File: config.mk
export PLATFORM = sky130hd
export DESIGN_NAME = gat_dmvm_tree
export DESIGN_NICKNAME = d
export VERILOG_FILES = /design/src/rtl/gat_pkg.sv /design/src/rtl/gat_dmvm_tree.sv
export SDC_FILE = /design/constraint.sdc
export NUM_CORES = 2
export LEC_CHECK = 0
export ABC_AREA = 1
export BUFFER_PORTS_ARGS = -buffer_cell sky130_fd_sc_hd__buf_2
export CAP_MARGIN = 5
export CORE_UTILIZATION = 30
export DETAILED_ROUTE_END_ITERATION = 6
export PLACE_DENSITY = 0.55
export SLEW_MARGIN = 20
export SYNTH_ARGS = -nofsm -noshare
export SYNTH_HDL_FRONTEND = slang
export SYNTH_SLANG_ARGS = --single-unit
export TNS_END_PERCENT = 10
File: constraint.sdc
create_clock -name clk -period 4.7 [get_ports clk]
set_clock_uncertainty 0.15 [all_clocks]
set_input_delay 0.94 -clock clk [delete_from_list [all_inputs] [get_ports clk]]
set_output_delay 0.94 -clock clk [all_outputs]
set_load 0.01 [all_outputs]
File: src/rtl/gat_pkg.sv
package gat_pkg;

  // sizes
  localparam int A_DEPTH   = 16;
  localparam int HALF_A    = 8;
  localparam int MAX_NODES = 8;
  localparam int WH_ROWS   = 64;
  localparam int ACT_SHIFT = 12;

  typedef logic signed [7:0]  a_elem_t;
  typedef logic signed [11:0] wh_elem_t;
  // product, tree sum and dot product share one width
  typedef logic signed [19:0] acc_t;
  typedef logic [7:0]         coef_t;
  typedef logic [3:0]         node_cnt_t;
  typedef logic [2:0]         node_idx_t;
  typedef logic [5:0]         wh_addr_t;

  // one ram word, features on top
  typedef struct packed {
    wh_elem_t [HALF_A-1:0] features;
    node_cnt_t             num_nodes;
    logic                  src_flag;
  } wh_row_t;

  // source half and neighbour half of a
  typedef struct packed {
    a_elem_t [HALF_A-1:0] a_src;
    a_elem_t [HALF_A-1:0] a_nbr;
  } a_vec_t;

  typedef coef_t [MAX_NODES-1:0] coef_vec_t;

  typedef enum logic [2:0] {
    IDLE,
    FETCH,
    WAIT_ROW,
    COMPUTE,
    FINISH
  } seq_state_t;

endpackage

File: src/rtl/gat_dmvm_tree.sv
`timescale 1ns/1ps

module gat_dmvm_tree (
  input  logic             clk,
  input  logic             rst_n,
  input  logic             row_vld_i,
  input  gat_pkg::wh_row_t row_i,
  input  gat_pkg::a_vec_t  a_vec_i,
  output logic             dot_vld_o,
  output gat_pkg::acc_t    dot_o
);

  gat_pkg::a_elem_t [gat_pkg::HALF_A-1:0] a_sel;

  gat_pkg::acc_t prod_q [gat_pkg::HALF_A];
  gat_pkg::acc_t sum1_q [gat_pkg::HALF_A/2];
  gat_pkg::acc_t sum2_q [gat_pkg::HALF_A/4];
  gat_pkg::acc_t dot_q;

  // one valid bit per stage: products, level 1, level 2, level 3
  logic [3:0] vld_q;

  // source row uses the source half of a
  assign a_sel = row_i.src_flag ? a_vec_i.a_src : a_vec_i.a_nbr;

  always_ff @(posedge clk) begin
    if (!rst_n) begin
      vld_q <= '0;
    end else begin
      vld_q <= {vld_q[2:0], row_vld_i};
    end
  end

  // multiplier bank
  always_ff @(posedge clk) begin
    if (row_vld_i) begin
      for (int i = 0; i < gat_pkg::HALF_A; i++) begin
        prod_q[i] <= $signed(a_sel[i]) * $signed(row_i.features[i]);
      end
    end
  end

  // level 1, eight to four
  always_ff @(posedge clk) begin
    if (vld_q[0]) begin
      for (int i = 0; i < gat_pkg::HALF_A/2; i++) begin
        sum1_q[i] <= prod_q[2*i] + prod_q[2*i+1];
      end
    end
  end

  // level 2, four to two
  always_ff @(posedge clk) begin
    if (vld_q[1]) begin
      for (int i = 0; i < gat_pkg::HALF_A/4; i++) begin
        sum2_q[i] <= sum1_q[2*i] + sum1_q[2*i+1];
      end
    end
  end

  // level 3, final sum
  always_ff @(posedge clk) begin
    if (vld_q[2]) begin
      dot_q <= sum2_q[0] + sum2_q[1];
    end
  end

  assign dot_vld_o = vld_q[3];
  assign dot_o     = dot_q;

endmodule

Word level (Yosys, flattened, before mapping)
Memories as Yosys holds them, arrays and structs flattened.
Cells that the tools add are included.

operators by class
  multipliers = 8
  add/sub/neg operators = 7
  muxes and demuxes = 7

operator list
  operator        number
  $mul 8x12->20   8
  $add 20x20->20  7
  $mux 64         1
  $mux 1          6

word-level totals
  output and inout port bits = 21
  RAM bits = 280
  memories kept = 3
  bits in registers = 24

memories
  memory  depth  bits a word  read ports  clocked after memory_dff  write ports  RTL line             RTL
  prod_q  8      20           8           0                         8            gat_dmvm_tree.sv:15  gat_pkg::acc_t prod_q [gat_pkg::HALF_A];
  sum1_q  4      20           4           0                         4            gat_dmvm_tree.sv:16  gat_pkg::acc_t sum1_q [gat_pkg::HALF_A/2];
  sum2_q  2      20           2           0                         2            gat_dmvm_tree.sv:17  gat_pkg::acc_t sum2_q [gat_pkg::HALF_A/4];

Longest topological paths before layout
  depth in word-level cells = 2
  mapped depth = 25
  depth with buffers taken out = 23

Worst setup path before layout
OpenSTA, ideal clock, no wires.

  path type = input-to-reg
  start = input port row_i[0] (netlist name)
  end = memory prod_q[1][59] (netlist name), data pin
  stages = 20
  data required time = 4298 ps
  slack = -407 ps
  arrival = 4705 ps
  buffers on the path = 2
  path through = buf_6 > buf_6 > o21ai_4 > inv_2 > nand2_1 > fa_1 > inv_1 > fa_1 > inv_1 > fa_1 > inv_1 > fa_1 > ha_1 > a21oi_1 > o21a_1 > nand2_1 > inv_1 > nand2_1 > nand2_1 > nand2_1

RTL lines
  item         RTL line             RTL
  from (decl)  gat_dmvm_tree.sv:7   input gat_pkg::wh_row_t row_i,
  to (decl)    gat_dmvm_tree.sv:15

==> results.md <==
- Highest ir drop seen on vdd: 0.433 mV
- Count of pins over their slew limit: 0
- Commonest cells after routing, fill and taps aside: 1443 x nand2_1, 1407 x inv_1, 752 x nor2_1, 619 x fa_1, 570 x buf_4
- Sw Pwr: 23.3 mW
- Outcome: finished, violations left
- Worst slack, placed: -1.02 ns
- Overall overflow remaining after global route: 0
- Post-layout instance count excluding filler cells: 9045
- Pwr Total: 47.5 mW
- CTS clock-pin slew for the worst setup and hold paths: 0.06 ns
- Clock root buffer: clkbuf_16
- Count of mapped cells out of synthesis: 6086
- Number of sinks driven by the clock tree: 304
- Seq/Total Area, Yosys: 0.191
- Flip-flop and latch count after synthesis: 304
- Total vias in the final route: 39900
- Final Critical Period: 4.97 ns
- Post-synthesis instance area: 0.0476 mm^2
- Endpoint arrival time on the critical path: 5.13 ns
- Worst-margin pin slew: 0.963 ns
- Total track usage: 0.158
- Startpoint of the worst register-to-register path: prod_q[0][20]
- Switching part of the total: 0.492
- Type of the setup path with the least slack: in2reg
- CP Max Fanout: 7
- Worst-case clock buffer depth: 3
- Total number of placement rows: 145
- Die extent in y: 400 um
- WL/cell: 14.3 um
- Total CTS buffers: 38
- Library cell with the largest summed area after synthesis: fa_1
- Post-Route WL: 130 mm
- Utilization after layout: 0.381
- Unrepaired setup endpoints after global routing: yes
- FMAX: 0.201 GHz
- Number of enable flip-flop cells after synthesis: 300
- Crit end category: flip-flop
- Cells on worst reg2reg path: 11
- Violations in the final reports: setup timing
- Share of post-route cells with drive strength above 1: 0.199
- Clock latency of the later-clocked register in the worst-skew pair: 0.58 ns
- Internal reg-to-reg setup slack: 2.24 ns
- Maximum number of pins on one net before global-route repair: 82
- Combinational share of power: 0.810
- Die area: 0.160 mm^2
- TritonCTS clock tree: yes
- Ys async rst share: 0
- Routability cong.: 0.877
- DRC Markers: 0
- Global-route wire length before repair: 206 mm
- Layout Cell Area excl Fill: 0.0597 mm^2
- Number of hold-slack violations in the final timing report: 0
- Post-route setup slack: -0.269 ns
- Clock group share of total power: 0.059
- Leakage Power: 31.1 nW
- Core Region: 0.157 mm^2
- Required time at the worst-slack endpoint: 4.86 ns
- Prevailing post-synth register cell: edfxtp_1
- Internal power component: 24.1 mW
- Routed via count divided by cell count: 4.41
- Final HPWL from detailed placement: 110 mm
- Post-Synthesis Net Count: 7386
- DRC marker count from the first detailed-route iteration: 2017
- Power density over the cells: 795 mW/mm^2
- Die W: 400 um
- Count of hold-fix buffers inserted at cts: 0
- Boundary pin count: 253
- Initial antenna violation count: 17
- Placed cell count: 8926
- # port buffers: 248
- Post-synth cell types: 37
- Termination of the worst setup path: prod_q[1][38]
- Number of global-route vias before repair: 40100
- Final-layout fill cell count: 16200
- Sequential power share: 0.131
- Max-capacitance violation count: 0
- First-pass iteration count of the detailed router: 5
- Sum Neg Setup Slack: -10.34 ns
- Cell area reported after detailed placement: 0.0561 mm^2
- Yosys synthesis warning count: 0
- Critical Path Start Type: input pin
- H-tree depth: 2
- Fraction of synthesized cell area taken by the top area cell type: 0.269
- Starting density of the core: 0.304
- Commonest non-fill, non-tap cell in the layout: nand2_1
- Mean area per synthesized cell: 7.82 um^2
- Worst Hold Margin: 0.408 ns
- Launch point of the worst path: row_i[0]
- Crit share post-route: 1.06
- Setup violation total in the final timing report: 89
- End of the worst register-to-register path: sum1_q[0][16]
- Rel. slew slack: 0.358
- Area contributors post-synth: fa_1 27%, edfxtp_1 19%, nand2_1 12%
- HP Class: reg2reg
- Fin nets: 8256
- Area Overhead vs Synth: 25.4%
- Number of nets with antenna violations after routing: 0
## registers in the layout, summed over array words and instances, names as in the netlist
signal and flops:
vld_q 4, prod_q 160, dot_o 20, sum1_q 80
sum2_q 40
## per-layer routing
| layer | GRT usage | vias to the layer above | wire, um |
|---|---|---|---|
| li1 | - | 20100 | - |
| met1 | 0.216 | 19000 | 60200 |
| met2 | 0.267 | 648 | 61200 |
| met3 | 0.0217 | 120 | 5630 |
| met4 | 0.0284 | 22 | 2470 |
| met5 | 0 | - | 123 |
## critical path: stages
cell	delay, ns
buf_12	0.13
buf_16	0.16
buf_12	0.14
buf_8	0.13
mux2i_4	0.19
or2_1	0.23
fa_1	0.52
fa_1	0.52
inv_2	0.04
fa_1	0.52
inv_1	0.05
fa_1	0.49
inv_2	0.04
ha_4	0.27
buf_6	0.11
a21oi_4	0.05
o211ai_1	0.26
nand2_1	0.13
nand3_1	0.09
nand2_1	0.07
## worst min-delay path by stage
stage / to / cells past startpoint / startpoint
4_1_cts: sum1_q[3][0] / 1 / prod_q[1][40]
6_report: sum1_q[3][0] / 1 / prod_q[1][40]
5_1_grt: sum1_q[3][0] / 1 / prod_q[1][40]
3_3_place_gp: sum1_q[3][0] / 1 / prod_q[1][40]
3_5_place_dp: sum1_q[3][0] / 1 / prod_q[1][40]
2_1_floorplan: dot_o[0] / 1 / sum2_q[0][20]
## synth_stat cells, types with 22 or more instances
| master | n |
|---|---|
| or2_1 | 37 |
| nand2_1 | 1518 |
| xor2_1 | 119 |
| or2_2 | 29 |
| xnor2_1 | 48 |
| inv_2 | 30 |
| o21bai_1 | 23 |
| o21ai_0 | 44 |
| a21oi_1 | 190 |
| nand3_1 | 221 |
| edfxtp_1 | 300 |
| o21ai_2 | 28 |
| ha_1 | 429 |
| inv_1 | 1430 |
| mux2i_1 | 23 |
| and2_1 | 22 |
| nor2_1 | 790 |
| buf_4 | 36 |
| nand4_1 | 47 |
| fa_1 | 639 |
## layout make-up
cell class	instances	area, um^2	share of cell area
Multi-Input combinational cell	4272	34600	0.581
Clock inverter	24	175	0.00293
Inverter	1460	5540	0.0928
Tap cell	2058	2570	0.0431
Antenna cell	4	10.0	0.000168
Timing Repair Buffer	880	6650	0.111
Clock buffer	43	991	0.0166
Sequential cell	304	9090	0.152
## what timing repair did
item / CTS / global route
buffers inserted: 9 / 31
resized for setup: 75 / 302
setup endpoints to repair: 100 / 104
gates cloned: 0 / 8
pin swaps: 4 / 97
## power by group through the flow
stage	registers [mW]	logic (mW)	clock network [mW]
finish	6.21	38.4	2.82
global route	6.30	43.7	3.01
CTS	6.25	35.5	2.91
detailed placement	6.28	34.7	0
global placement	6.30	34.5	0
floorplan	5.85	22.8	0
## cells by family (layout without fill, tap and decap cells)
kind of cell | after synthesis | after routing | synth area share
AOI/OAI and AO/OA | 318 | 318 | 0.0402
xor gates and xnor gates | 167 | 167 | 0.0307
DFF | 304 | 304 | 0.191
other | 0 | 4 | 0
adders and majority gates | 1068 | 1068 | 0.382
muxes | 23 | 23 | 0.00484
buffers and inverters | 1510 | 2407 | 0.124
and+or+nand+nor | 2696 | 2696 | 0.228
Power figures use the tool's default switching activity.
