===== config.mk =====
export PLATFORM = sky130hd
export DESIGN_NAME = gat_dmvm_coef
export DESIGN_NICKNAME = d
export VERILOG_FILES = /design/src/rtl/gat_pkg.sv /design/src/rtl/gat_dmvm_coef.sv
export SDC_FILE = /design/constraint.sdc
export NUM_CORES = 1
export LEC_CHECK = 0
export BUFFER_PORTS_ARGS = -buffer_cell sky130_fd_sc_hd__buf_2
export CORE_UTILIZATION = 36
export DETAILED_ROUTE_END_ITERATION = 6
export PLACE_DENSITY = 0.53
export SYNTH_ARGS = -nofsm -noshare
export SYNTH_HDL_FRONTEND = slang
export SYNTH_SLANG_ARGS = --single-unit

===== constraint.sdc =====
create_clock -name clk -period 3.9 [get_ports clk]
set_input_delay 0.78 -clock clk [delete_from_list [all_inputs] [get_ports clk]]
set_output_delay 0.78 -clock clk [all_outputs]
set_load 0.05 [all_outputs]

===== src/rtl/gat_pkg.sv =====
package gat_pkg;

  // sizes
  localparam int A_DEPTH   = 16;
  localparam int HALF_A    = 8;
  localparam int MAX_NODES = 8;
  localparam int WH_ROWS   = 64;
  localparam int ACT_SHIFT = 12;

  typedef logic signed [7:0]  a_elem_t;
  typedef logic signed [11:0] wh_elem_t;
  // product, tree sum and dot product share one width
  typedef logic signed [19:0] acc_t;
  typedef logic [7:0]         coef_t;
  typedef logic [3:0]         node_cnt_t;
  typedef logic [2:0]         node_idx_t;
  typedef logic [5:0]         wh_addr_t;

  // one ram word, features on top
  typedef struct packed {
    wh_elem_t [HALF_A-1:0] features;
    node_cnt_t             num_nodes;
    logic                  src_flag;
  } wh_row_t;

  // source half and neighbour half of a
  typedef struct packed {
    a_elem_t [HALF_A-1:0] a_src;
    a_elem_t [HALF_A-1:0] a_nbr;
  } a_vec_t;

  typedef coef_t [MAX_NODES-1:0] coef_vec_t;

  typedef enum logic [2:0] {
    IDLE,
    FETCH,
    WAIT_ROW,
    COMPUTE,
    FINISH
  } seq_state_t;

endpackage


===== src/rtl/gat_dmvm_coef.sv =====
`timescale 1ns/1ps

module gat_dmvm_coef (
  input  logic                clk,
  input  logic                rst_n,
  input  logic                dot_vld_i,
  input  gat_pkg::acc_t       dot_i,
  input  gat_pkg::node_idx_t  node_idx_i,
  input  logic                last_i,
  input  gat_pkg::node_cnt_t  num_nodes_i,
  output gat_pkg::coef_vec_t  coef_o,
  output gat_pkg::node_cnt_t  num_nodes_o,
  output logic                done_o
);

  gat_pkg::acc_t      result_q [gat_pkg::MAX_NODES];
  gat_pkg::acc_t      pair_sum [gat_pkg::MAX_NODES];
  gat_pkg::coef_vec_t coef_d;
  gat_pkg::coef_vec_t coef_q;
  gat_pkg::node_cnt_t num_nodes_q;
  logic               fin_q;
  logic               done_q;

  // result store, one dot product per node
  always_ff @(posedge clk) begin
    if (dot_vld_i) begin
      result_q[node_idx_i] <= dot_i;
    end
  end

  // set once the last result has landed in the store
  always_ff @(posedge clk) begin
    if (!rst_n) begin
      fin_q <= 1'b0;
    end else begin
      fin_q <= dot_vld_i & last_i;
    end
  end

  // source dot product plus each node, clamp then scale
  always_comb begin
    for (int i = 0; i < gat_pkg::MAX_NODES; i++) begin
      pair_sum[i] = result_q[0] + result_q[i];
      if (i >= int'(num_nodes_i)) begin
        coef_d[i] = '0;
      end else if (pair_sum[i] < 0) begin
        coef_d[i] = '0;
      end else begin
        coef_d[i] = gat_pkg::coef_t'(pair_sum[i] >>> gat_pkg::ACT_SHIFT);
      end
    end
  end

  // outputs hold until the next sub-graph finishes
  always_ff @(posedge clk) begin
    if (!rst_n) begin
      coef_q      <= '0;
      num_nodes_q <= '0;
      done_q      <= 1'b0;
    end else begin
      done_q <= fin_q;
      if (fin_q) begin
        coef_q      <= coef_d;
        num_nodes_q <= num_nodes_i;
      end
    end
  end

  assign coef_o      = coef_q;
  assign num_nodes_o = num_nodes_q;
  assign done_o      = done_q;

endmodule


After elaboration in Yosys (flattened, before gate mapping)
Memories as Yosys holds them, arrays and structs flattened.
Cells that the tools add are included.
{"block": "word_totals", "word_cells": 55, "romBits": 0, "output_inout_bits": 69, "mem_count": 1, "mem_bits_rw": 160, "inputBits": 31, "reg_bits": 70, "latchBits": 0}
{"memory": "result_q", "depth": 8, "width": 20, "read_ports": 8, "rd_ports_with_merged_regs": 0, "write_ports": 1, "line": "gat_dmvm_coef.sv:16", "rtl": "gat_pkg::acc_t result_q [gat_pkg::MAX_NODES];"}
{"block": "op_classes", "n_div": 0, "shifts": 0, "n_lt_le_gt_ge": 16, "n_reduce_logical": 0, "bitwise": 1, "n_mul": 0, "addsub": 8, "eq_ne": 0, "mux": 18}
{"cell": "$add 20x20->20", "count": 8}
{"cell": "$lt 20x1->1 const B", "count": 8}
{"cell": "$mux 8", "count": 16}
{"cell": "$ge 3x4->1 const A", "count": 4}
{"cell": "$ge 1x4->1 const A", "count": 2}
{"cell": "$ge 2x4->1 const A", "count": 2}
{"cell": "$mux 1", "count": 2}
{"cell": "$and 1x1->1", "count": 1}

Logic depth before layout (Yosys ltp)
{"block": "logic_depth", "word_depth": 4, "depth_mapped": 9, "mapped_depth_nobuf": 9}

Worst setup path before layout
OpenSTA, ideal clock, no wires.
{"block": "synth_path", "path_type": "register to register", "startpoint": "mem result_q[0][2] (netlist name)", "endpoint": "reg coef_q (netlist bit coef_o[10])", "arrival_time_ps": 2680, "path_buffers": 0, "path_stages_with_launch": 10, "period_less_slack_ps": 2797, "required_time_ps": 3783, "setup_time_ps": 117, "slack_ps": 1103, "cell_sequence": "edfxtp_1 -> ha_1 -> a21oi_1 -> a21oi_1 -> o41ai_2 -> a21boi_1 -> o41a_1 -> a221oi_1 -> mux2_2 -> a22o_1"}
{"element": "from (decl)", "line": "gat_dmvm_coef.sv:16"}
{"element": "to (signal assigned)", "line": "gat_dmvm_coef.sv:63", "rtl": "coef_q <= coef_d;"}
{"element": "to (decl)", "line": "gat_dmvm_coef.sv:19", "rtl": "gat_pkg::coef_vec_t coef_q;"}

==> results.py <==
metrics = {
    "run_status": {
        "outcome": "completed",
    },
    "yosys": {
        "avgSynthCellArea_um2": 12.4,
        "synthDistinctLibCells": 72,
        "synth-seq-cells": 222,
        "syn_area_um2": 11000,
        "netlist_instances": 886,
        "yosysSeqAreaShare": 0.549,
        "async_reset_ff_frac": 0,
        "synthFlopType": "edfxtp_1",
        "synth_edf_count": 160,
        "yosys_warnings": 0,
    },
    "critical_path": {
        "cp_common_cell": "a21oi_1",
        "crit-reg2reg-launch": "result_q[0][2]",
        "r2r_end": "coef_o[24]",
        "cp_max_fo": 7,
        "crit_required_ps": 4290,
        "r2r_slack_ps": 670,
        "cp_top_family": "compound AO/OA/AOI/OAI gates",
        "slowest_stage": "o41ai_2",
        "max_stage_delay_ps": 560,
        "path_cells": "ha_1 -> a21oi_1 -> a21oi_1 -> o41ai_2 -> a21oi_1 -> o2111a_1 -> o211a_1 -> nor3_2 -> o31ai_1",
        "critPathKind": "register to register",
        "reg2regPathDepth": 9,
        "endpoint_kind": "register",
        "cp.arrival_ps": 3610,
        "crit_buf_inv": 0,
        "crit_path_start_kind": "register",
    },
    "clocking": {
        "clk_pin_slew_worst_paths_ps": 60,
        "root_buffer": "clkbuf_16",
        "postCtsHoldBufs": 0,
        "cts_tree": "done",
        "htreeDepth": 1,
        "cts_buffers": 26,
        "cts.sinks": 222,
        "clock_path_buffers": 3,
        "post_cts_buffers": 0,
        "cts-resized-gates": 0,
        "clock_latency_ps": 520,
    },
    "detailed_routing": {
        "vias_per_cell": 5.27,
        "drtAntennaViolNets": 0,
        "drc": 0,
        "wl_per_cell_um": 19.2,
        "drt_pass1_iterations": 4,
        "drtIter0Drc": 391,
        "drt-total-wl_mm": 27.1,
        "vias": 7450,
    },
    "timing": {
        "fmax_ghz": 0.310,
        "final_max_slew_viol_count": 0,
        "relSlewSlack": 0.270,
        "finalHoldViolations": 0,
        "skew_ps": 8.77,
        "fin_crit_ps": 3230,
        "setup_tns_ps": 0,
        "hold-worst-slack_ps": 450,
        "finalSetupViolCount": 0,
        "period_share": 0.827,
        "worst_pin_slew_ps": 1090,
        "rsz0062_at_grt": "false",
    },
    "cells_and_area": {
        "antenna_cells": 0,
        "final_layout_size_suffix_gt1_frac": 0.163,
        "area_growth_syn_to_layout_pct": 17.0,
        "nets": 1162,
        "final_core_util": 0.431,
    },
    "floorplan": {
        "die_x_um": 177,
        "core_area_um2": 29900,
        "initial_utilization": 0.368,
        "fp-row-count": 63,
        "die_h_um": 177,
        "num_io_pins": 100,
        "dieArea_um2": 31300,
    },
    "grt": {
        "grt_pass1_vias": 7251,
        "grt_use_total": 0.175,
        "overflow": 0,
        "antenna_found_initial": 2,
        "grt_max_degree": 29,
        "grt_pass1_wl_mm": 41.6,
    },
    "pwr": {
        "p_leak_nw": 5.16,
        "finalPower_w": 0.00570,
        "pwr_density_cell_nw_per_um2": 443,
        "ir_drop_mv": 0.335,
    },
    "job": {
        "cap_violations": 0,
    },
    "min_path": {
        "min_path_type": "register to register",
        "holdPathStages": 2,
        "min_to": "coef_o[29]",
        "hp-start": "coef_o[29]",
    },
    "placement": {
        "place_congestion": 0.819,
        "dp_hpwl_mm": 19.8,
        "io_buffers": 91,
    },
}
## placed cells by master (no fill, tap or decap), types with 13 or more instances in the layout
| cell type | n |
|---|---|
| buf_2 | 91 |
| nor3_1 | 17 |
| nand3_1 | 13 |
| xnor2_1 | 30 |
| a21o_1 | 24 |
| nor2b_1 | 24 |
| xor2_1 | 23 |
| a22o_1 | 22 |
| ha_1 | 126 |
| edfxtp_1 | 160 |
| nor2_1 | 37 |
| clkbuf_16 | 27 |
| a21oi_1 | 64 |
| inv_1 | 15 |
| dfxtp_1 | 62 |
| o21ai_0 | 37 |
| nand4_1 | 13 |
| nand2_1 | 51 |
## how the worst max path moves through the flow
stage | endpoint | slack (ps) | depth (start not counted) | startpoint
floorplan | coef_o[10] | 1100 | 9 | result_q[0][2]
global placement | coef_o[10] | 690 | 9 | result_q[0][2]
detailed placement | coef_o[8] | 720 | 9 | result_q[0][2]
CTS | coef_o[10] | 660 | 9 | result_q[0][2]
global route | coef_o[26] | 470 | 9 | result_q[0][2]
finish | coef_o[24] | 670 | 9 | result_q[0][2]
## sequential cells by signal, summed over array words and instances, names as in the netlist
register,flops
fin_q,1
num_nodes_o,4
done_o,1
coef_o,56
result_q,160
## area by class of cell
class	count	area [um2]
repair buffers	100	523
flip-flops and latches	222	6050
clock buffers	38	747
clock inverters	9	143
well taps	390	488
multi-input cells	640	4870
fillers	2778	17000
inverters	15	56.3
## cell families (layout without fill, tap and decap cells)
logic type               after synthesis  after routing  share of synthesized area
AND/OR/NAND/NOR                      208            208                     0.0957
adder cells (fa/ha/maj)              126            126                      0.143
other                                  1              8                   0.000341
multiplexers                           5              5                    0.00466
AO/OA/AOI/OAI                        240            240                      0.151
XOR/XNOR                              53             53                     0.0422
flip-flops                           222            222                      0.549
buffers and inverters                 31            162                     0.0134
## cells in the mapped netlist, types with 7 or more instances
library cell    n  area share
edfxtp_1      160        0.44
ha_1          126        0.14
a21oi_1        64       0.029
dfxtp_1        62        0.11
nand2_1        51       0.017
nor2_1         43       0.015
o21ai_0        37       0.017
xnor2_1        30       0.024
nor2b_1        25       0.014
a21o_1         24       0.016
xor2_1         23       0.018
a22o_1         22       0.018
nor3_1         19      0.0086
inv_1          15      0.0051
nand3_1        13      0.0059
nand4_1        13      0.0074
a211oi_1       11      0.0075
o31ai_1        11      0.0075
nand2b_1        9      0.0051
buf_4           8      0.0055
and3_1          7      0.0040
or3_1           7      0.0040
## layer usage
| metal | wire, um | GRT usage | vias to the layer above |
|---|---|---|---|
| met5 | 25 | 0 | - |
| met4 | 553 | 0.0417 | 4 |
| met3 | 1150 | 0.0290 | 38 |
| met2 | 12700 | 0.293 | 154 |
| met1 | 12700 | 0.235 | 3600 |
| li1 | - | - | 3654 |
## metrics by stage
stage	instances	area, um2	worst slack [ps]
after detailed placement	1367	12000	717
after floorplan	893	11000	1100
after global placement	1367	12000	695
after CTS	1414	12900	664
after global routing	1414	12900	470
final	1414	12900	674
## power by group
| group | leakage [nW] | switching [W] | internal [W] | total, W |
|---|---|---|---|---|
| logic | 2.77 | 0.000345 | 0.000190 | 0.000535 |
| registers | 1.95 | 0.0000453 | 0.00260 | 0.00265 |
| clock network | 0.435 | 0.000935 | 0.00158 | 0.00252 |
| total | 5.16 | 0.00132 | 0.00437 | 0.00570 |
## tightest hold or removal path: stages (launching register included)
cell	delay (ps)
dfxtp_1	320
nand2_1	50
o31ai_1	50
Power figures use the tool's default switching activity.
