--- config.mk ---
export PLATFORM = sky130hd
export DESIGN_NAME = gat_dmvm_seq
export DESIGN_NICKNAME = d
export VERILOG_FILES = /design/src/rtl/gat_pkg.sv /design/src/rtl/gat_dmvm_seq.sv
export SDC_FILE = /design/constraint.sdc
export NUM_CORES = 1
export LEC_CHECK = 0
export BUFFER_PORTS_ARGS = -buffer_cell sky130_fd_sc_hd__buf_4
export CORE_UTILIZATION = 45
export CTS_BUF_LIST = sky130_fd_sc_hd__clkbuf_4 sky130_fd_sc_hd__clkbuf_8
export DETAILED_ROUTE_END_ITERATION = 10
export GPL_TIMING_DRIVEN = 1
export PLACE_DENSITY = 0.75
export SYNTH_ARGS = -nofsm -noshare
export SYNTH_HDL_FRONTEND = slang
export SYNTH_SLANG_ARGS = --single-unit
--- constraint.sdc ---
create_clock -name clk -period 2.5 [get_ports clk]
set_input_delay 0.125 -clock clk [delete_from_list [all_inputs] [get_ports clk]]
set_output_delay 0.125 -clock clk [all_outputs]
set_load 0.005 [all_outputs]
--- src/rtl/gat_pkg.sv ---
package gat_pkg;

  // sizes
  localparam int A_DEPTH   = 16;
  localparam int HALF_A    = 8;
  localparam int MAX_NODES = 8;
  localparam int WH_ROWS   = 64;
  localparam int ACT_SHIFT = 12;

  typedef logic signed [7:0]  a_elem_t;
  typedef logic signed [11:0] wh_elem_t;
  // product, tree sum and dot product share one width
  typedef logic signed [19:0] acc_t;
  typedef logic [7:0]         coef_t;
  typedef logic [3:0]         node_cnt_t;
  typedef logic [2:0]         node_idx_t;
  typedef logic [5:0]         wh_addr_t;

  // one ram word, features on top
  typedef struct packed {
    wh_elem_t [HALF_A-1:0] features;
    node_cnt_t             num_nodes;
    logic                  src_flag;
  } wh_row_t;

  // source half and neighbour half of a
  typedef struct packed {
    a_elem_t [HALF_A-1:0] a_src;
    a_elem_t [HALF_A-1:0] a_nbr;
  } a_vec_t;

  typedef coef_t [MAX_NODES-1:0] coef_vec_t;

  typedef enum logic [2:0] {
    IDLE,
    FETCH,
    WAIT_ROW,
    COMPUTE,
    FINISH
  } seq_state_t;

endpackage

--- src/rtl/gat_dmvm_seq.sv ---
`timescale 1ns/1ps

module gat_dmvm_seq (
  input  logic               clk,
  input  logic               rst_n,
  input  logic               start_i,
  input  gat_pkg::wh_addr_t  base_addr_i,
  input  gat_pkg::node_cnt_t rd_row_nodes_i,
  input  logic               dot_vld_i,
  output logic               rd_en_o,
  output gat_pkg::wh_addr_t  rd_addr_o,
  output logic               row_vld_o,
  output gat_pkg::node_idx_t node_idx_o,
  output logic               last_o,
  output gat_pkg::node_cnt_t num_nodes_o,
  output logic               busy_o
);

  gat_pkg::seq_state_t state;
  gat_pkg::wh_addr_t   base_q;
  gat_pkg::node_idx_t  node_idx;
  gat_pkg::node_cnt_t  num_nodes;
  logic                fin_wait;

  always_ff @(posedge clk) begin
    if (!rst_n) begin
      state     <= gat_pkg::IDLE;
      base_q    <= '0;
      node_idx  <= '0;
      num_nodes <= '0;
      fin_wait  <= 1'b0;
    end else begin
      case (state)
        gat_pkg::IDLE: begin
          if (start_i) begin
            base_q   <= base_addr_i;
            node_idx <= '0;
            state    <= gat_pkg::FETCH;
          end
        end
        gat_pkg::FETCH: begin
          state <= gat_pkg::WAIT_ROW;
        end
        gat_pkg::WAIT_ROW: begin
          // count comes from the first row only
          if (node_idx == '0) begin
            num_nodes <= rd_row_nodes_i;
          end
          state <= gat_pkg::COMPUTE;
        end
        gat_pkg::COMPUTE: begin
          if (dot_vld_i) begin
            if (last_o) begin
              state <= gat_pkg::FINISH;
            end else begin
              node_idx <= node_idx + 1'b1;
              state    <= gat_pkg::FETCH;
            end
          end
        end
        gat_pkg::FINISH: begin
          // stay two cycles to cover the store and the coefficient register
          fin_wait <= ~fin_wait;
          if (fin_wait) begin
            state <= gat_pkg::IDLE;
          end
        end
        default: begin
          state <= gat_pkg::IDLE;
        end
      endcase
    end
  end

  assign rd_en_o     = (state == gat_pkg::FETCH);
  assign rd_addr_o   = base_q + gat_pkg::wh_addr_t'(node_idx);
  assign row_vld_o   = (state == gat_pkg::WAIT_ROW);
  assign node_idx_o  = node_idx;
  assign last_o      = (gat_pkg::node_cnt_t'(node_idx) == num_nodes - gat_pkg::node_cnt_t'(1));
  assign num_nodes_o = num_nodes;
  assign busy_o      = (state != gat_pkg::IDLE);

endmodule

After elaboration in Yosys (flattened, before gate mapping):

Index checks and enable logic that the tools add are counted.

* register bits: 17
* latch bits: 0
* RAM bits: 0
* bits in read-only memories: 0
* input bits: 14
* output and inout port bits: 17
* logic and storage cells: 35
* memories kept: 0

* $add $sub $neg: 3
* $mul: 0
* div/mod/pow operators: 0
* magnitude comparators: 0
* equality and inequality tests: 9
* shifts and indexed selects: 0
* muxes and demuxes: 9
* bitwise logic cells: 1
* reduce and logical (&&, ||, !) cells: 8

Operators with widths (count)
* $mux 3: 7
* $pmux 3 s5: 1
* $ne 2x2->1 const B: 4
* $add 6x3->6: 1
* $eq 3x2->1 const B: 2
* $logic_not 3->1: 2
* $pmux 3 s2: 1
* $eq 3x4->1: 1
* $reduce_and 2->1: 2
* $reduce_and 4->1: 1
* $sub 4x1->4 const B: 1
* $add 3x1->3 const B: 1
* $eq 3x1->1 const B: 1
* $eq 3x3->1 const B: 1
* $reduce_and 3->1: 1
* $reduce_bool 3->1: 1
* $reduce_bool 2->1: 1
* $not 1->1: 1

Longest topological paths before layout:

Gate-level depths: netlist of run 1.

* depth in word-level cells: 5
* gate-level depth with buffers: 7
* mapped depth without buffers: 7

Worst setup path before layout of run 1:

Ideal clock, no wire load.

* path kind: register to register
* from: register num_nodes[0], in the netlist num_nodes_o[0]
* to: register node_idx[0], in the netlist node_idx_o[0]
* setup time: 0.123 ns
* data arrival time: 1.735 ns
* required time: 2.377 ns
* path slack: 0.642 ns
* stages on the path, launching flop included: 8
* path buffers: 0
* cells stage by stage: dfxtp_1 > inv_1 > ha_1 > xnor2_1 > a21o_1 > nor4_2 > nor3_2 > mux2_1

* word-level cells in the longest chain between the ends: 4

Ends and longest elaborated chain
* start: declaration: RTL line gat_dmvm_seq.sv:22 `gat_pkg::node_cnt_t num_nodes;`
* start signal: assignment: RTL line gat_dmvm_seq.sv:47 `num_nodes <= rd_row_nodes_i;`
* $sub 4x1->4: RTL line gat_dmvm_seq.sv:79 `assign last_o = (gat_pkg::node_cnt_t'(node_idx) == num_nodes - gat_pkg::node_cnt_t'(1));`
* $eq 3x4->1: RTL line gat_dmvm_seq.sv:79
* $ne 2x2->1 (no line)
* $reduce_and 4->1 (no line)
* end signal: assignment: RTL line gat_dmvm_seq.sv:56 `node_idx <= node_idx + 1'b1;`
* end: declaration: RTL line gat_dmvm_seq.sv:21 `gat_pkg::node_idx_t node_idx;`

No other way between the ends.
A chain may end at the register's enable or synchronous reset.

Final worst setup path of run 1:

* from: register node_idx[0], in the netlist node_idx_o[0]
* to: output rd_addr_o[4]

* word-level cells in the longest chain between the ends: 1

Ends and longest elaborated chain
* $add 6x3->6: RTL line gat_dmvm_seq.sv:76 `assign rd_addr_o = base_q + gat_pkg::wh_addr_t'(node_idx);`
* end: declaration: RTL line gat_dmvm_seq.sv:11 `output gat_pkg::wh_addr_t rd_addr_o,`

No other way between the ends.

==> key figures, run 1 <==
GRT
  – Initial antenna violation count: 0
  – Largest net degree at the start of global routing: 18
  – Vias in the first global route: 877
  – Congestion Overflow GR: 0
  – Total GRT Usage: 19.7%
  – First-pass GRT wire length: 3710 um

STA
  – Fin Hold WS: 0.0822 ns
  – Max_slew headroom: 72.9%
  – RSZ-0062 raised after global routing: no
  – Final Max Slew Viols: 0
  – Post-route minimum period: 2.08 ns
  – Clk_skew: 0.00240 ns
  – Final TNS setup: 0 ns
  – Fmax: 480 MHz
  – Worst-margin pin slew: 0.403 ns
  – Final Hold Fails: 0
  – Final setup violation count: 0
  – Final Cycle Share: 83.4%

Critical path
  – Worst endpoint required time: 2.38 ns
  – Critical path data arrival time: 1.96 ns
  – Critical path, cell by cell: ha_1 -> inv_1 -> fa_1 -> nor2b_1 -> o21ai_0 -> xnor2_1 -> buf_4
  – FF-to-FF End: node_idx_o[0]
  – Startpoint types: flop
  – CP Capture Type: output pin
  – Crit Path Category: flop to output pin
  – R2R depth: 7
  – Critical Path Start: node_idx_o[0]
  – Worst-path fanout max: 6
  – R2R setup slack: 0.51 ns
  – Crit-path max cell delay: 0.46 ns
  – Max stage delay cell, worst path: dfxtp_1
  – RR Startpoint: num_nodes_o[0]

Drt
  – Total wire length: 2060 um
  – Routed Antenna Nets: 0
  – Via/cell ratio: 5.11
  – DR WL/cell: 12.1 um
  – Vias: 873
  – First drt pass iteration count: 4
  – Initial DRC Count: 13
  – DRC Markers: 0

Clocking
  – H-tree levels: 1
  – Clock-pin slew on the worst setup and hold paths: 0.09 ns
  – Post-CTS sizing: 0
  – CTS Buf Count: 3
  – Post-CTS setup buffers: 0
  – # hold bufs at CTS: 0
  – Skew-Pair Late Insertion Delay: 0.29 ns
  – Clock Path Buffers: 2
  – CTS root buffer: clkbuf_4
  – Clock Sinks: 17
  – CTS tree: done

Placed design
  – Global placement routability congestion: 0.744
  – Cell area after placement: 0.00126 mm2
  – DP Wirelength: 1640 um
  – Port buffer count: 30

Power
  – Clock power share: 24.0%
  – Peak supply drop: 272 uV
  – Switching portion of total power: 29.0%
  – Lkg Pwr: 0.595 nW
  – PwrDens: 508 mW/mm2
  – Part of the power in registers: 48.4%
  – Combinational share of power: 27.6%
  – Int Pwr: 464 uW
  – Psw: 189 uW

Die
  – Chip width: 49.4 um
  – # IOs: 31
  – Initial core utilization: 49.6%
  – Die ar.: 0.00244 mm2
  – Cell Rows: 16
  – Core box area: 0.00204 mm2
  – Die height: 49.4 um

Finish
  – Layout cells sized above 1: 27.1%
  – Inserted Diodes: 0
  – Area delta synth->final: 27.1%
  – Fin nets: 166
  – Filler cells: 189
  – Post-route cell area: 0.00129 mm2

Synth
  – Mapped Cells: 112
  – Post-synthesis adder-cell area fraction: 9.39%
  – Synth Area per Inst: 9.04 um2
  – Largest family of logic cells by synthesized area: simple AND/OR/NAND/NOR gates
  – Post-Synth Simple-Gate Area: 24.8%
  – Syn. warnings: 0
  – Netlist area before placement: 0.00101 mm2
  – Synth cell types: 32
  – Post-Synth XOR/XNOR Area: 6.06%
  – Sequential cell area fraction in the yosys report: 33.6%
  – Synth Area in Compound Gates: 9.27%
  – Multiplexer share of the synthesized area: 12.0%
  – Syn nets: 133
  – Post-synthesis register bit count: 17

Hold path
  – Hold Path Cell Cnt: 3
  – Hold path start: base_addr_i[1]
  – Hold Crit Class: primary input to flop
  – WHS Endpoint: base_q[1]

Outcome
  – Status: completed

Job
  – Max-Cap Viols: 0
-- synthesized netlist by cell type (all sizes together) --
master / count / share of area, %
a21o: 2 / 1.5
a21oi: 6 / 3.0
a31o: 1 / 0.87
and2: 1 / 0.62
and2b: 1 / 0.74
and3: 1 / 0.62
buf: 1 / 1.1
clkbuf: 1 / 0.37
dfxtp: 17 / 34
fa: 1 / 2.0
ha: 6 / 7.4
inv: 9 / 3.3
mux2: 1 / 1.1
mux2i: 11 / 11
nand2: 6 / 2.2
nand2b: 2 / 1.2
nand3b: 1 / 0.74
nand4: 1 / 0.62
nor2: 9 / 4.1
nor2b: 12 / 7.4
nor3: 4 / 2.5
nor3b: 1 / 0.74
nor4: 1 / 1.2
o21ai: 4 / 2.0
o221a: 1 / 1.1
o31a: 1 / 0.87
or3: 2 / 1.2
or3b: 1 / 0.87
xnor2: 5 / 4.3
xor2: 2 / 1.7
-- worst max-delay path, delay by kind of cell (launching register included) --
family          cells  cell delay (ns)
fa+ha+maj           2             0.61
flops               1             0.46
buf+inv             2             0.20
xor+xnor            1             0.18
simple gates        1             0.13
compound gates      1             0.10
-- worst max-delay path by stage --
| stage | to |
|---|---|
| 3_3_place_gp | node_idx_o[0] |
| 5_1_grt | rd_addr_o[4] |
| 6_report | rd_addr_o[4] |
| 3_5_place_dp | node_idx_o[0] |
| 2_1_floorplan | node_idx_o[0] |
| 4_1_cts | rd_addr_o[4] |
-- cell usage in the layout, fill, tap and decap left out, drive strengths merged --
| master | n |
|---|---|
| buf | 30 |
| dfxtp | 17 |
| nor2b | 12 |
| mux2i | 11 |
| inv | 9 |
| nor2 | 9 |
| a21oi | 6 |
| nand2 | 6 |
| ha | 6 |
| xnor2 | 5 |
| o21ai | 4 |
| clkbuf | 4 |
| nor3 | 4 |
| or3 | 2 |
| xor2 | 2 |
| nand2b | 2 |
| a21o | 2 |
| o31a | 1 |
| and2b | 1 |
| nor3b | 1 |
| nand4 | 1 |
| nor4 | 1 |
| and3 | 1 |
| mux2 | 1 |
| a31o | 1 |
| o221a | 1 |
| or3b | 1 |
| nand3b | 1 |
| and2 | 1 |
| fa | 1 |
-- state kept, by name, summed over array words and instances (netlist names) --
register	cells
fin_wait	1
state	3
node_idx_o	3
num_nodes_o	4
base_q	6
-- power groups by stage --
stage / clock (mW) / combinational (mW) / sequential (mW)
global route: 0.173 / 0.201 / 0.322
detailed placement: 0 / 0.182 / 0.323
global placement: 0 / 0.178 / 0.322
finish: 0.157 / 0.180 / 0.317
floorplan: 0 / 0.116 / 0.314
CTS: 0.166 / 0.183 / 0.316
-- through the flow --
| stage | cells | power (mW) | setup WS [ns] | utilization (%) |
|---|---|---|---|---|
| after floorplan | 112 | 0.431 | 0.642 | - |
| after global placement | 167 | 0.499 | 0.591 | 61.5 |
| after detailed placement | 167 | 0.504 | 0.535 | 61.5 |
| after CTS | 171 | 0.665 | 0.423 | 63.0 |
| after global routing | 171 | 0.695 | 0.282 | 63.0 |
| final | 171 | 0.653 | 0.416 | 63.0 |
-- metal layers --
layer | global-route usage [%] | routed length (um)
met1 | 24.7 | 947
met2 | 32.4 | 974
met3 | 2.80 | 96
met4 | 10.5 | 45
met5 | 0 | 0
-- area by class of cell --
class | instances | area, um2 | area share (%)
clock buffer | 4 | 30.0 | 2.33
timing repair buffer | 30 | 225 | 17.5
multi-input combinational | 84 | 623 | 48.4
sequential | 17 | 340 | 26.5
inverter | 9 | 33.8 | 2.63
tap | 27 | 33.8 | 2.63
-- cells by family (layout without fill, tap and decap cells) --
group / after synthesis / after routing
AND/OR/NAND/NOR: 43 / 43
flip-flops: 17 / 17
AO/OA/AOI/OAI: 15 / 15
multiplexers: 12 / 12
buffers and inverters: 11 / 43
adder cells (fa/ha/maj): 7 / 7
XOR/XNOR: 7 / 7
Power figures use the tool's default switching activity.
==> run 2, diff against run 1 <==
PLACE_DENSITY = 0.78   (was 0.75)
clock period = 1.78 ns   (was 2.5 ns; I/O delays follow)
==> key figures, run 2 (synthesized netlist as in run 1, its figures left out) <==
Critical path
  – RR Startpoint: num_nodes_o[1]
  – Startpoint types: flop
  – Crit Path Category: flop to output pin
  – CP Capture Type: output pin
  – Critical path data arrival time: 1.70 ns
  – Worst-path fanout max: 2
  – Worst endpoint required time: 1.69 ns
  – Critical Path Start: node_idx_o[0]

Power
  – Peak supply drop: 611 uV
  – Combinational share of power: 32.6%
  – Switching portion of total power: 30.5%
  – PwrDens: 689 mW/mm2
  – Psw: 305 uW
  – Clock power share: 23.2%
  – Lkg Pwr: 0.649 nW
  – Int Pwr: 694 uW
  – Part of the power in registers: 44.2%

GRT
  – Initial antenna violation count: 0
  – Congestion Overflow GR: 0
  – First-pass GRT wire length: 3960 um
  – Total GRT Usage: 21.6%
  – Largest net degree at the start of global routing: 18
  – Vias in the first global route: 952

Clocking
  – CTS Buf Count: 3
  – Clock Path Buffers: 2
  – Clock Sinks: 17
  – Clock-pin slew on the worst setup and hold paths: 0.10 ns
  – Skew-Pair Late Insertion Delay: 0.30 ns
  – H-tree levels: 1
  – CTS tree: done
  – CTS root buffer: clkbuf_4

STA
  – Final Max Slew Viols: 0
  – Worst-margin pin slew: 0.453 ns
  – Post-route minimum period: 1.79 ns
  – Final Cycle Share: 101%
  – Fin Hold WS: 0.0337 ns
  – Fmax: 558 MHz
  – Setup ws final: -0.0131 ns
  – Max_slew headroom: 69.5%
  – Clk_skew: 0.00724 ns
  – RSZ-0062 raised after global routing: yes
  – Final setup violation count: 1
  – Final Hold Fails: 0

Die
  – Initial core utilization: 49.6%
  – Cell Rows: 16
  – Chip width: 49.4 um
  – # IOs: 31
  – Die ar.: 0.00244 mm2
  – Core box area: 0.00204 mm2
  – Die height: 49.4 um

Job
  – Max-Cap Viols: 0

Drt
  – Vias: 936
  – WL met2: 1280 um
  – Via/cell ratio: 5.17
  – First drt pass iteration count: 4
  – Routed Antenna Nets: 0
  – DR top layer: met4
  – DRC Markers: 0
  – Met3 wire length: 129 um
  – Total wire length: 2500 um
  – Initial DRC Count: 21
  – M1 WL: 1060 um
  – DR WL/cell: 13.8 um

Placed design
  – DP Wirelength: 1740 um
  – Port buffer count: 30
  – Dpl cells: 173
  – Global placement routability congestion: 0.746

Finish
  – Max reg flops: 6
  – Inserted Diodes: 0
  – Most frequent cells in the layout: buf_4 (40), nor2b_1 (12), dfxtp_1 (11)
  – Layout cells sized above 1: 44.8%
  – Fin nets: 176
  – Area delta synth->final: 43.1%
  – Non-filler instance count after layout: 181
  – Top reg by flops: base_q
  – Leading cell type in the layout, fill and taps excluded: buf_4

Hold path
  – Hold Crit Class: primary input to flop
  – Hold path start: base_addr_i[1]

Outcome
  – Failing checks: negative setup slack
  – Status: complete, but fails checks
run 2: through the flow:
step           power [mW]  util (%)  instance area (um2)  setup slack (ns)  setup TNS [ns]
2_1_floorplan       0.607         -                 1020            0.0109               0
5_1_grt              1.05      71.0                 1450            -0.104          -0.128
6_report            0.999      71.0                 1450           -0.0131         -0.0131
3_3_place_gp        0.728      64.2                 1310            0.0654               0
3_5_place_dp        0.739      64.2                 1310           -0.0135         -0.0135
4_1_cts             0.987      68.4                 1400           -0.0409         -0.0414
run 2: worst paths after layout:
| path | slack, ns | to | cells after the start |
|---|---|---|---|
| worst min register to register | 0.54 | base_q[5] | 2 |
| worst max register to register | 0.06 | node_idx_o[2] | 6 |
| worst min-delay path | 0.03 | base_q[1] | 3 |
| worst max-delay path | -0.01 | rd_addr_o[4] | 7 |
run 2: worst max-delay path, cell delays in order, from the launching register on:
cell and delay (ns):
dfxtp_4 0.37, ha_4 0.13, inv_2 0.04, fa_2 0.36, nor2b_1 0.12, o21ai_1 0.09, xnor2_1 0.16, buf_4 0.13
run 2: layout make-up:
| class | instances | area [um2] |
|---|---|---|
| clock buffers | 4 | 30.0 |
| inverters | 9 | 33.8 |
| well taps | 27 | 33.8 |
| fillers | 176 | 593 |
| flip-flops and latches | 17 | 353 |
| multi-input cells | 84 | 698 |
| repair buffers | 40 | 300 |
run 2: what timing repair did:
action                     4_1_cts  5_1_grt
pin swaps                        5        7
hold buffers                     0        0
resized for setup               15        9
buffers inserted                 2        2
cloned                           0        0
setup endpoints to repair        6        6
run 2: power groups by stage:
stage	Combinational, mW	Sequential, mW	Clock (mW)
3_5_place_dp	0.288	0.450	0
5_1_grt	0.353	0.447	0.255
6_report	0.326	0.442	0.231
3_3_place_gp	0.278	0.450	0
4_1_cts	0.312	0.439	0.236
2_1_floorplan	0.166	0.441	0
run 2: per-layer routing:
metal  vias up  GRT usage (%)
li1        467              -
met5         -              0
met4         0           10.0
met1       432           25.2
met3         3           4.05
met2        34           37.9
